### src/lsu_pkg.sv
package lsu_pkg;

    // architectural widths
    localparam int ADDR_W = 32;
    localparam int IMM_W  = 12;
    localparam int ROB_W  = 5;
    localparam int LQ_W   = 3;

    // one bit per byte of a 4-byte word
    typedef logic [3:0] mask_t;

    typedef enum logic [1:0] {
        SIZE_BYTE = 2'd0,
        SIZE_HALF = 2'd1,
        SIZE_WORD = 2'd2
    } mem_size_e;

    // ring indices carry a wrap bit above the slot index
    typedef struct packed {
        logic             dir;
        logic [ROB_W-1:0] idx;
    } rob_idx_t;

    typedef struct packed {
        logic            dir;
        logic [LQ_W-1:0] idx;
    } lq_idx_t;

    // true when a is strictly older than b
    function automatic logic rob_older(rob_idx_t a, rob_idx_t b);
        if (a.dir == b.dir) begin
            return a.idx < b.idx;
        end
        return a.idx > b.idx;
    endfunction

    function automatic logic lq_older(lq_idx_t a, lq_idx_t b);
        if (a.dir == b.dir) begin
            return a.idx < b.idx;
        end
        return a.idx > b.idx;
    endfunction

endpackage

### src/addr_gen.sv
module addr_gen (
    input  logic [lsu_pkg::ADDR_W-1:0] base_i,
    input  logic [lsu_pkg::IMM_W-1:0]  imm_i,
    input  lsu_pkg::mem_size_e         size_i,
    output logic [lsu_pkg::ADDR_W-1:0] addr_o,
    output lsu_pkg::mask_t             mask_o
);

    logic [lsu_pkg::ADDR_W-1:0] imm_ext;

    assign imm_ext = {{(lsu_pkg::ADDR_W - lsu_pkg::IMM_W){imm_i[lsu_pkg::IMM_W-1]}}, imm_i};
    assign addr_o  = base_i + imm_ext;

    // byte lanes touched by the access
    always_comb begin
        case (size_i)
            lsu_pkg::SIZE_WORD: begin
                mask_o = 4'b1111;
            end
            lsu_pkg::SIZE_HALF: begin
                case (addr_o[1:0])
                    2'b00:   mask_o = 4'b0011;
                    2'b01:   mask_o = 4'b0110;
                    2'b10:   mask_o = 4'b1100;
                    default: mask_o = 4'b1000;
                endcase
            end
            default: begin
                mask_o = 4'b0001 << addr_o[1:0];
            end
        endcase
    end

endmodule

### src/load_pipe.sv
module load_pipe (
    input  logic                       clk,
    input  logic                       rst_i,
    input  logic                       load_valid_i,
    input  logic [lsu_pkg::ADDR_W-1:0] load_base_i,
    input  logic [lsu_pkg::IMM_W-1:0]  load_imm_i,
    input  lsu_pkg::mem_size_e         load_size_i,
    input  lsu_pkg::rob_idx_t          load_rob_i,
    input  lsu_pkg::lq_idx_t           load_lq_i,
    input  logic                       redirect_i,
    input  lsu_pkg::rob_idx_t          redirect_rob_i,
    output logic                       s1_valid_o,
    output logic [lsu_pkg::ADDR_W-1:0] s1_addr_o,
    output lsu_pkg::mask_t             s1_mask_o,
    output lsu_pkg::lq_idx_t           s1_lq_o,
    output lsu_pkg::rob_idx_t          s1_rob_o,
    output logic                       s2_valid_o,
    output logic [lsu_pkg::ADDR_W-1:0] s2_addr_o,
    output lsu_pkg::mask_t             s2_mask_o,
    output lsu_pkg::lq_idx_t           s2_lq_o,
    output lsu_pkg::rob_idx_t          s2_rob_o,
    output logic                       done_valid_o,
    output lsu_pkg::rob_idx_t          done_rob_o,
    output lsu_pkg::lq_idx_t           done_lq_o
);

    logic [lsu_pkg::ADDR_W-1:0] issue_addr;
    lsu_pkg::mask_t             issue_mask;
    logic                       kill_issue;
    logic                       kill_s1;
    logic                       kill_s2;

    addr_gen addr_gen_inst (
        .base_i (load_base_i),
        .imm_i  (load_imm_i),
        .size_i (load_size_i),
        .addr_o (issue_addr),
        .mask_o (issue_mask)
    );

    // a redirect flushes everything younger than the redirect point
    assign kill_issue = redirect_i && lsu_pkg::rob_older(redirect_rob_i, load_rob_i);
    assign kill_s1    = redirect_i && lsu_pkg::rob_older(redirect_rob_i, s1_rob_o);
    assign kill_s2    = redirect_i && lsu_pkg::rob_older(redirect_rob_i, s2_rob_o);

    always_ff @(posedge clk) begin
        if (rst_i) begin
            s1_valid_o <= 1'b0;
            s2_valid_o <= 1'b0;
        end else begin
            s1_valid_o <= load_valid_i && !kill_issue;
            s2_valid_o <= s1_valid_o && !kill_s1;
        end
    end

    always_ff @(posedge clk) begin
        s1_addr_o <= issue_addr;
        s1_mask_o <= issue_mask;
        s1_lq_o   <= load_lq_i;
        s1_rob_o  <= load_rob_i;
        s2_addr_o <= s1_addr_o;
        s2_mask_o <= s1_mask_o;
        s2_lq_o   <= s1_lq_o;
        s2_rob_o  <= s1_rob_o;
    end

    // completion drops a load killed in its last stage
    assign done_valid_o = s2_valid_o && !kill_s2;
    assign done_rob_o   = s2_rob_o;
    assign done_lq_o    = s2_lq_o;

endmodule

### src/lq_idx_alloc.sv
module lq_idx_alloc (
    input  logic             clk,
    input  logic             rst_i,
    input  logic             alloc_i,
    output lsu_pkg::lq_idx_t next_lq_o
);

    lsu_pkg::lq_idx_t next_lq;

    always_ff @(posedge clk) begin
        if (rst_i) begin
            next_lq <= '0;
        end else if (alloc_i) begin
            next_lq.idx <= next_lq.idx + 1'b1;
            // flip the wrap bit as the slot index rolls over
            if (&next_lq.idx) begin
                next_lq.dir <= ~next_lq.dir;
            end
        end
    end

    assign next_lq_o = next_lq;

endmodule

### src/lsu_top.sv
module lsu_top (
    input  logic                       clk,
    input  logic                       rst_i,
    input  logic                       load_valid_i,
    input  logic [lsu_pkg::ADDR_W-1:0] load_base_i,
    input  logic [lsu_pkg::IMM_W-1:0]  load_imm_i,
    input  lsu_pkg::mem_size_e         load_size_i,
    input  lsu_pkg::rob_idx_t          load_rob_i,
    input  logic                       store_valid_i,
    input  logic [lsu_pkg::ADDR_W-1:0] store_base_i,
    input  logic [lsu_pkg::IMM_W-1:0]  store_imm_i,
    input  lsu_pkg::mem_size_e         store_size_i,
    input  lsu_pkg::rob_idx_t          store_rob_i,
    input  logic                       redirect_i,
    input  lsu_pkg::rob_idx_t          redirect_rob_i,
    output logic                       load_req_valid_o,
    output logic [lsu_pkg::ADDR_W-1:0] load_req_addr_o,
    output lsu_pkg::mask_t             load_req_mask_o,
    output logic                       load_done_valid_o,
    output lsu_pkg::rob_idx_t          load_done_rob_o,
    output lsu_pkg::lq_idx_t           load_done_lq_o,
    output logic                       store_req_valid_o,
    output logic [lsu_pkg::ADDR_W-1:0] store_req_addr_o,
    output lsu_pkg::mask_t             store_req_mask_o,
    output lsu_pkg::rob_idx_t          store_req_rob_o,
    output logic                       violation_valid_o,
    output lsu_pkg::rob_idx_t          violation_rob_o
);

    lsu_pkg::lq_idx_t           next_lq;
    lsu_pkg::lq_idx_t           ld1_lq;
    lsu_pkg::rob_idx_t          ld1_rob;
    logic                       ld2_valid;
    logic [lsu_pkg::ADDR_W-1:0] ld2_addr;
    lsu_pkg::mask_t             ld2_mask;
    lsu_pkg::lq_idx_t           ld2_lq;
    lsu_pkg::rob_idx_t          ld2_rob;
    logic                       st1_valid;
    lsu_pkg::lq_idx_t           st1_lq;

    lq_idx_alloc lq_idx_alloc_inst (
        .clk       (clk),
        .rst_i     (rst_i),
        .alloc_i   (load_valid_i),
        .next_lq_o (next_lq)
    );

    load_pipe load_pipe_inst (
        .clk (clk), .rst_i (rst_i),
        .load_valid_i   (load_valid_i),
        .load_base_i    (load_base_i),
        .load_imm_i     (load_imm_i),
        .load_size_i    (load_size_i),
        .load_rob_i     (load_rob_i),
        .load_lq_i      (next_lq),
        .redirect_i     (redirect_i),
        .redirect_rob_i (redirect_rob_i),
        .s1_valid_o     (load_req_valid_o),
        .s1_addr_o      (load_req_addr_o),
        .s1_mask_o      (load_req_mask_o),
        .s1_lq_o        (ld1_lq),
        .s1_rob_o       (ld1_rob),
        .s2_valid_o     (ld2_valid),
        .s2_addr_o      (ld2_addr),
        .s2_mask_o      (ld2_mask),
        .s2_lq_o        (ld2_lq),
        .s2_rob_o       (ld2_rob),
        .done_valid_o   (load_done_valid_o),
        .done_rob_o     (load_done_rob_o),
        .done_lq_o      (load_done_lq_o)
    );

    // store sees the same next_lq a same-cycle load takes
    store_pipe store_pipe_inst (
        .clk (clk), .rst_i (rst_i),
        .store_valid_i  (store_valid_i),
        .store_base_i   (store_base_i),
        .store_imm_i    (store_imm_i),
        .store_size_i   (store_size_i),
        .store_rob_i    (store_rob_i),
        .store_lq_i     (next_lq),
        .redirect_i     (redirect_i),
        .redirect_rob_i (redirect_rob_i),
        .s1_valid_o     (st1_valid),
        .s1_addr_o      (store_req_addr_o),
        .s1_mask_o      (store_req_mask_o),
        .s1_lq_o        (st1_lq),
        .req_valid_o    (store_req_valid_o),
        .req_rob_o      (store_req_rob_o)
    );

    violation_detect violation_detect_inst (
        .clk (clk), .rst_i (rst_i),
        .store_valid_i     (st1_valid),
        .store_addr_i      (store_req_addr_o),
        .store_mask_i      (store_req_mask_o),
        .store_lq_i        (st1_lq),
        .ld1_valid_i       (load_req_valid_o),
        .ld1_addr_i        (load_req_addr_o),
        .ld1_mask_i        (load_req_mask_o),
        .ld1_lq_i          (ld1_lq),
        .ld1_rob_i         (ld1_rob),
        .ld2_valid_i       (ld2_valid),
        .ld2_addr_i        (ld2_addr),
        .ld2_mask_i        (ld2_mask),
        .ld2_lq_i          (ld2_lq),
        .ld2_rob_i         (ld2_rob),
        .redirect_i        (redirect_i),
        .redirect_rob_i    (redirect_rob_i),
        .violation_valid_o (violation_valid_o),
        .violation_rob_o   (violation_rob_o)
    );

endmodule

### src/store_pipe.sv
module store_pipe (
    input  logic                       clk,
    input  logic                       rst_i,
    input  logic                       store_valid_i,
    input  logic [lsu_pkg::ADDR_W-1:0] store_base_i,
    input  logic [lsu_pkg::IMM_W-1:0]  store_imm_i,
    input  lsu_pkg::mem_size_e         store_size_i,
    input  lsu_pkg::rob_idx_t          store_rob_i,
    input  lsu_pkg::lq_idx_t           store_lq_i,
    input  logic                       redirect_i,
    input  lsu_pkg::rob_idx_t          redirect_rob_i,
    output logic                       s1_valid_o,
    output logic [lsu_pkg::ADDR_W-1:0] s1_addr_o,
    output lsu_pkg::mask_t             s1_mask_o,
    output lsu_pkg::lq_idx_t           s1_lq_o,
    output logic                       req_valid_o,
    output lsu_pkg::rob_idx_t          req_rob_o
);

    logic [lsu_pkg::ADDR_W-1:0] issue_addr;
    lsu_pkg::mask_t             issue_mask;
    logic                       kill_issue;
    logic                       kill_s1;

    addr_gen addr_gen_inst (
        .base_i (store_base_i),
        .imm_i  (store_imm_i),
        .size_i (store_size_i),
        .addr_o (issue_addr),
        .mask_o (issue_mask)
    );

    assign kill_issue = redirect_i && lsu_pkg::rob_older(redirect_rob_i, store_rob_i);
    assign kill_s1    = redirect_i && lsu_pkg::rob_older(redirect_rob_i, req_rob_o);

    always_ff @(posedge clk) begin
        if (rst_i) begin
            s1_valid_o <= 1'b0;
        end else begin
            s1_valid_o <= store_valid_i && !kill_issue;
        end
    end

    // lq index is the first load slot younger than this store
    always_ff @(posedge clk) begin
        s1_addr_o <= issue_addr;
        s1_mask_o <= issue_mask;
        s1_lq_o   <= store_lq_i;
        req_rob_o <= store_rob_i;
    end

    assign req_valid_o = s1_valid_o && !kill_s1;

endmodule

### src/violation_detect.sv
module violation_detect (
    input  logic                       clk,
    input  logic                       rst_i,
    input  logic                       store_valid_i,
    input  logic [lsu_pkg::ADDR_W-1:0] store_addr_i,
    input  lsu_pkg::mask_t             store_mask_i,
    input  lsu_pkg::lq_idx_t           store_lq_i,
    input  logic                       ld1_valid_i,
    input  logic [lsu_pkg::ADDR_W-1:0] ld1_addr_i,
    input  lsu_pkg::mask_t             ld1_mask_i,
    input  lsu_pkg::lq_idx_t           ld1_lq_i,
    input  lsu_pkg::rob_idx_t          ld1_rob_i,
    input  logic                       ld2_valid_i,
    input  logic [lsu_pkg::ADDR_W-1:0] ld2_addr_i,
    input  lsu_pkg::mask_t             ld2_mask_i,
    input  lsu_pkg::lq_idx_t           ld2_lq_i,
    input  lsu_pkg::rob_idx_t          ld2_rob_i,
    input  logic                       redirect_i,
    input  lsu_pkg::rob_idx_t          redirect_rob_i,
    output logic                       violation_valid_o,
    output lsu_pkg::rob_idx_t          violation_rob_o
);

    logic              ld1_hit;
    logic              ld2_hit;
    logic              pick_ld2;
    logic              vio_valid;
    lsu_pkg::rob_idx_t vio_rob;

    // same word, shared byte, and the load is not older than the store
    assign ld1_hit = store_valid_i && ld1_valid_i
                  && !lsu_pkg::lq_older(ld1_lq_i, store_lq_i)
                  && (store_addr_i[lsu_pkg::ADDR_W-1:2] == ld1_addr_i[lsu_pkg::ADDR_W-1:2])
                  && |(store_mask_i & ld1_mask_i);

    assign ld2_hit = store_valid_i && ld2_valid_i
                  && !lsu_pkg::lq_older(ld2_lq_i, store_lq_i)
                  && (store_addr_i[lsu_pkg::ADDR_W-1:2] == ld2_addr_i[lsu_pkg::ADDR_W-1:2])
                  && |(store_mask_i & ld2_mask_i);

    // oldest offender gets replayed
    assign pick_ld2 = ld2_hit && (!ld1_hit || lsu_pkg::lq_older(ld2_lq_i, ld1_lq_i));

    always_ff @(posedge clk) begin
        if (rst_i) begin
            vio_valid <= 1'b0;
        end else begin
            vio_valid <= ld1_hit || ld2_hit;
        end
    end

    always_ff @(posedge clk) begin
        vio_rob <= pick_ld2 ? ld2_rob_i : ld1_rob_i;
    end

    // no report for a load already flushed by this redirect
    assign violation_valid_o = vio_valid
                            && !(redirect_i && lsu_pkg::rob_older(redirect_rob_i, vio_rob));
    assign violation_rob_o   = vio_rob;

endmodule

### config.mk
export PLATFORM = sky130hd
export DESIGN_NAME = lsu_top
export DESIGN_NICKNAME = d
export VERILOG_FILES = /design/src/lsu_pkg.sv /design/src/addr_gen.sv /design/src/load_pipe.sv /design/src/lq_idx_alloc.sv /design/src/lsu_top.sv /design/src/store_pipe.sv /design/src/violation_detect.sv
export SDC_FILE = /design/constraint.sdc
export NUM_CORES = 1
export LEC_CHECK = 0
export ABC_AREA = 1
export BUFFER_PORTS_ARGS = -buffer_cell sky130_fd_sc_hd__buf_2
export CAP_MARGIN = 5
export CORE_ASPECT_RATIO = 0.8
export CORE_UTILIZATION = 45
export CTS_CLUSTER_SIZE = 16
export DETAILED_ROUTE_END_ITERATION = 16
export PLACE_DENSITY = 0.68
export SLEW_MARGIN = 20
export SYNTH_ARGS = -nofsm -noshare
export SYNTH_HDL_FRONTEND = slang
export SYNTH_SLANG_ARGS = --single-unit
export TNS_END_PERCENT = 5
### constraint.sdc
create_clock -name clk -period 1.9 [get_ports clk]
set_clock_uncertainty 0.2 [all_clocks]
set_input_delay 0.095 -clock clk [delete_from_list [all_inputs] [get_ports clk]]
set_output_delay 0.095 -clock clk [all_outputs]
set_load 0.05 [all_outputs]
# Yosys cells after proc, flatten, opt, wreduce, memory -nomap -nowiden
# Cells that the tools add are included.
[word_totals]
word_cells = 127
ramBits = 0
latch_bits = 0
memories = 0
regBits = 148
out_inout_bits = 98
rom_bits = 0
[classes]
n_bitwise = 3
shift = 2
n_eq_ne = 17
n_mul = 0
addsub = 3
reduce_logical = 37
n_lt_le_gt_ge = 15
muxes = 26
n_div = 0
[ops]
columns = ["cell", "n"]
rows = [
  ["$add A32 B32 Y32", 2],
  ["$eq A30 B30 Y1", 2],
  ["$gt A5 B5 Y1", 6],
  ["$lt A5 B5 Y1", 6],
  ["$pmux W4 S3", 2],
  ["$logic_and A1 B1 Y1", 21],
  ["$mux W1", 21],
  ["$pmux W4 S2", 2],
  ["$logic_not A1 Y1", 9],
  ["$and A4 B4 Y4", 2],
  ["$eq A2 B1 Y1 const B", 4],
  ["$eq A2 B2 Y1 const B", 4],
  ["$reduce_or A4 Y1", 2],
  ["$shl A1 B2 Y4 const A", 2],
  ["$eq A1 B1 Y1", 7],
  ["$lt A3 B3 Y1", 2],
  ["$mux W6", 1],
  ["$logic_not A2 Y1", 2],
  ["$reduce_and A4 Y1", 1],
  ["$add A3 B1 Y3 const B", 1],
  ["$gt A3 B3 Y1", 1],
  ["$logic_or A1 B1 Y1", 2],
  ["$not A1 Y1", 1],
]

# Longest topological paths before layout
[logic_depth]
ltp_word = 9
depth_mapped = 13
ltp_nobuf = 13

# Hierarchy
# A second synthesis with hierarchy kept.
[hier_totals]
cells_unflattened = 1786
hier_area_um2 = 11119.4
[by_module_without_submodules]
columns = ["module", "seq_area_each_um2", "cells_per_inst", "instances", "area_per_inst_um2"]
rows = [
  ["addr_gen", 0.0, 530, 2, 2591.2],
  ["load_pipe", 1881.8, 206, 1, 2542.4],
  ["violation_detect", 140.1, 383, 1, 1894.3],
  ["store_pipe", 940.9, 115, 1, 1333.8],
  ["lq_idx_alloc", 80.1, 22, 1, 166.4],
]

# Least setup slack after synthesis
# No wires, ideal clock.
[synth_path]
path_type = "reg2out"
startpoint = "register load_pipe_inst.s2_rob_o (netlist bit load_pipe_inst.done_rob_o[4])"
endpoint = "output port load_done_valid_o"
setup_slack_ns = -0.282
path_stages_with_launch = 11
arrival_time_ns = 1.887
cell_sequence = "dfxtp_1 > inv_1 > ha_1 > nand2_1 > nor2_1 > nand3b_1 > o211ai_1 > o21ai_0 > o211ai_1 > nand2_1 > inv_1"
[synth_via]
elab_chain_cells = 6
[synth_rtl]
columns = ["element", "line", "text"]
rows = [
  ["from (decl)", "load_pipe.sv:21", "output lsu_pkg::rob_idx_t s2_rob_o,"],
  ["from (signal assigned)", "load_pipe.sv:64", "s2_rob_o <= s1_rob_o;"],
  ["$lt A5 B5 Y1", "lsu_pkg.sv:32", "return a.idx < b.idx;"],
  ["$mux W1", "lsu_pkg.sv:31", "if (a.dir == b.dir) begin"],
  ["$mux W1 (*)", "lsu_pkg.sv:34", "return a.idx > b.idx;"],
  ["$logic_and A1 B1 Y1 (*)", "load_pipe.sv:44", "assign kill_s2 = redirect_i && lsu_pkg::rob_older(redirect_rob_i, s2_rob_o);"],
  ["$logic_not A1 Y1 (*)", "load_pipe.sv:68", "assign done_valid_o = s2_valid_o && !kill_s2;"],
  ["$logic_and A1 B1 Y1 (*)", "load_pipe.sv:68", ""],
  ["to (decl)", "lsu_top.sv:19", "output logic load_done_valid_o,"],
]
# Mark *: on every way between the ends. The rest lies on a longest branch, timed or not. The select of a mux whose other input is x is not followed.

# Worst setup path after layout
# Same ends and word-level chain as after synthesis.

==> impl_results.md <==
- H-tree Lvls: 4
- Mapped Cells: about 1300
- DRC violations left: 0
- Clk sinks: 146
- Root Buffer: clkbuf_16
- Worst hold slack: ~0.0033 ns
- Die footprint: approximately 0.021 sq mm
- Sequential area share after synthesis: between 30% and 40%
- Sequential share of power: approximately a third
- F_max: 0.4342 GHz
- Hold WC Path Type: input port to flop
- Antenna diode count: 0
- CP most frequent cell: o211ai_1
- Layout cells sized above 1: around 28%
- WP data required: ~1.6 ns
- Drt first pass iters: 5
- Pre-CTS WS: -0.2623 ns
- Combinational Power Share: 40.6%
- Core Region: 0.02014 sq mm
- Clock network fraction of total power: about a quarter
- CP max FO: 2
- Synthesized Nets: approximately 1600
- I/O Pins: 213
- Slew HR: 68.42%
- CTS tree: done
- Netlist cell types: 36
- Tcrit/Tclk final: 121.2%
- Fin area: 0.01363 sq mm
- Worst EP arrival: 2.01 ns
- CP startpoint kind: flop
- Max clock buf depth: 2
- Post-layout minimum cycle time: 2.303 ns
- Synth Register Bits: 146
- Routability-driven placement congestion ratio: 0.9389
- Final Core Density: 67.66%
- Skew-Pair Late Insertion Delay: approximately 0.43 ns
- Die height: 131.1 um
- Vias: between 10000 and 15000
- Final hold vios: 0
- Post-synth top area share: ~31%
- Number of core rows: 46
- DIE WIDTH: 163.4 um
- Psw: 0.005145 W
- Final critical-path setup slack: -0.4031 ns
- Most common cell after layout, fill and taps aside: nand2_1
- Routed vias/inst: 4.996
- GRT overflow: 0
- HPWL Detailed: 25700 um
- Failing checks: negative setup slack
- Initial cell density of the core: 46.56%
- Pin count of the biggest net entering global routing: 17
- Reg clk slew, reported paths: approximately 0.07 ns
- Critical Path, Cell by Cell: inv_2 -> ha_4 -> nand2_2 -> nor2_2 -> nand3b_1 -> o211ai_1 -> o21ai_1 -> o211ai_1 -> nand2_1 -> clkinvlp_4 -> buf_8
- Slowest Stage Delay on Critical Path: roughly 0.35 ns
- LEAKAGE: approximately 7.3 nW
- Status: finished with violations
- Area grow syn2layout: 45.32%
- RSZ-0062 raised after global routing: true
- Switching share of power: 41.35%
- Wire per inst: 15.10 um
- Number of global-route vias before repair: 9765
- Commonest cells after routing, fill and taps aside: 366 x nand2_1, 209 x buf_2, 185 x inv_1
- Slowest CP cell: dfxtp_4
- Yosys warning count: 0
- Placed Area: about 0.012 sq mm
- Initial antenna violation count: 0
- Crit end category: primary output
- Yosys top cell by area: dfxtp_1
- # nets final: 2049
- Worst-margin pin slew: 0.4687 ns
- DRT antenna net count: 0
- DR iter-0 viols: 767
- WL final: 31720 um
- Setup Crit Path Kind: flop to primary output
- Max-cap viol count: 0
- First-pass GRT wire length: between 40000 and 50000 um
- Synthesized area: between 0.009 and 0.01 sq mm
- Pins over their slew limit: 0
- Pwr/cell area: 913.0 mW/mm^2
- # setup viols final: 3
- CTS buffer count: 17
- PortBufs: 212
- Post-synth ARST share: 0%
- Post-synth EDFFs: 0
- Synth area leaders: dfxtp_1 31%, nand2_1 15%, ha_1 15%, inv_1 7.7%, a21oi_1 5.9%
- Worst IR Drop VDD: 818.3 uV
- Overall Global Routing Usage: slightly below 30%
- Synth Flop Type: dfxtp_1
- Pint: 0.007299 W
- Mapped Avg Cell Area: 6.963 sq um
per-layer routing:
layer	part of all wire [%]	vias to the layer above	track usage, %
li1	-	5360	-
met1	49	4760	42.41
met2	43	344	45.01
met3	6.8	27	4.482
met4	1.2	0	7.113
met5	0	-	0
cell type report:
class / instances / area (sq um)
fillers: 1790 / 6515
clock inverters: 14 / 141.4
clock buffers: 18 / 429.2
multi-input cells: 1005 / 5884
inverters: 195 / 739.5
well taps: 264 / 330.3
repair buffers: 458 / 3134
flip-flops and latches: 146 / 2970
cell families (layout without fill, tap and decap cells):
group	after synthesis	after routing	synth area share [%]
and+or+nand+nor	617	617	27.67
AOI/OAI and AO/OA	214	214	12.46
buffers and inverters	196	685	7.857
DFF	146	146	31.16
adders and majority gates	111	111	14.97
xor gates and xnor gates	63	63	5.883
stage by stage:
| stage | std cells | setup TNS, ns | power [W] |
|---|---|---|---|
| final | 2100 | -1.130 | 0.01244 |
| after global routing | 2100 | -1.860 | 0.01308 |
| after CTS | 2099 | -1.215 | 0.01234 |
| after detailed placement | 1997 | -3.713 | 0.008820 |
| after global placement | 1997 | -3.442 | 0.008774 |
| after floorplan | 1347 | -0.1128 | 0.006978 |
state kept, by name, summed over array words and instances, names as in the netlist, 4 cells and up:
name and cells:
violation_detect_inst.violation_rob_o 6, store_pipe_inst.s1_lq_o 4, load_pipe_inst.s2_addr_o 30, load_pipe_inst.done_lq_o 4, store_pipe_inst.req_rob_o 6, lq_idx_alloc_inst.next_lq_o 4, store_pipe_inst.s1_addr_o 32, store_pipe_inst.s1_mask_o 4
load_pipe_inst.s1_mask_o 4, load_pipe_inst.s2_mask_o 4, load_pipe_inst.s1_rob_o 6, load_pipe_inst.done_rob_o 6, load_pipe_inst.s1_addr_o 32
critical path: cells and delay by family, from the launching register on:
kind	cells	cell delay (ns)
AO/OA/AOI/OAI	3	0.37
flip-flops	1	0.35
AND/OR/NAND/NOR	4	0.34
buffers and inverters	3	0.27
adder cells (fa/ha/maj)	1	0.26
worst paths after layout:
path	slack [ns]	startpoint	endpoint	cells past startpoint
worst min register to register	0.14	store_pipe_inst.s1_lq_o[2]	load_pipe_inst.done_lq_o[2]	0
worst max-delay path	-0.40	load_pipe_inst.done_rob_o[4]	load_done_valid_o	11
worst max register to register	0.02	store_pipe_inst.s1_addr_o[3]	violation_detect_inst.violation_rob_o[1]	11
worst min-delay path	0.003	store_base_i[15]	store_pipe_inst.s1_addr_o[15]	4
Yosys cell counts, types with 10 or more instances:
master      n
nand3_1    69
xnor2_1    26
nor2_1     99
o21ai_0    62
dfxtp_1   146
o21a_1     10
a21oi_1   110
xor2_1     37
a21o_1     12
nand4_1    27
nor3_1     18
inv_1     193
nand2_1   373
ha_1      109
o211ai_1   10
power groups by stage:
| stage | sequential (W) | clock, W | combinational (W) |
|---|---|---|---|
| after CTS | 0.00404 | 0.00335 | 0.00495 |
| after detailed placement | 0.00410 | 0 | 0.00472 |
| after global routing | 0.00412 | 0.00350 | 0.00545 |
| after floorplan | 0.00513 | 0 | 0.00185 |
| final | 0.00407 | 0.00332 | 0.00506 |
| after global placement | 0.00410 | 0 | 0.00467 |
repair_timing:
item                                    in CTS  in global routing
hold buffers                                70                  0
setup buffers                                0                  1
resized for setup                           24                 40
pin swaps                                   12                 12
endpoints found under the hold margin       75                  0
endpoints found under the setup margin       9                 26
No activity file was read; power rests on OpenSTA's default activity.
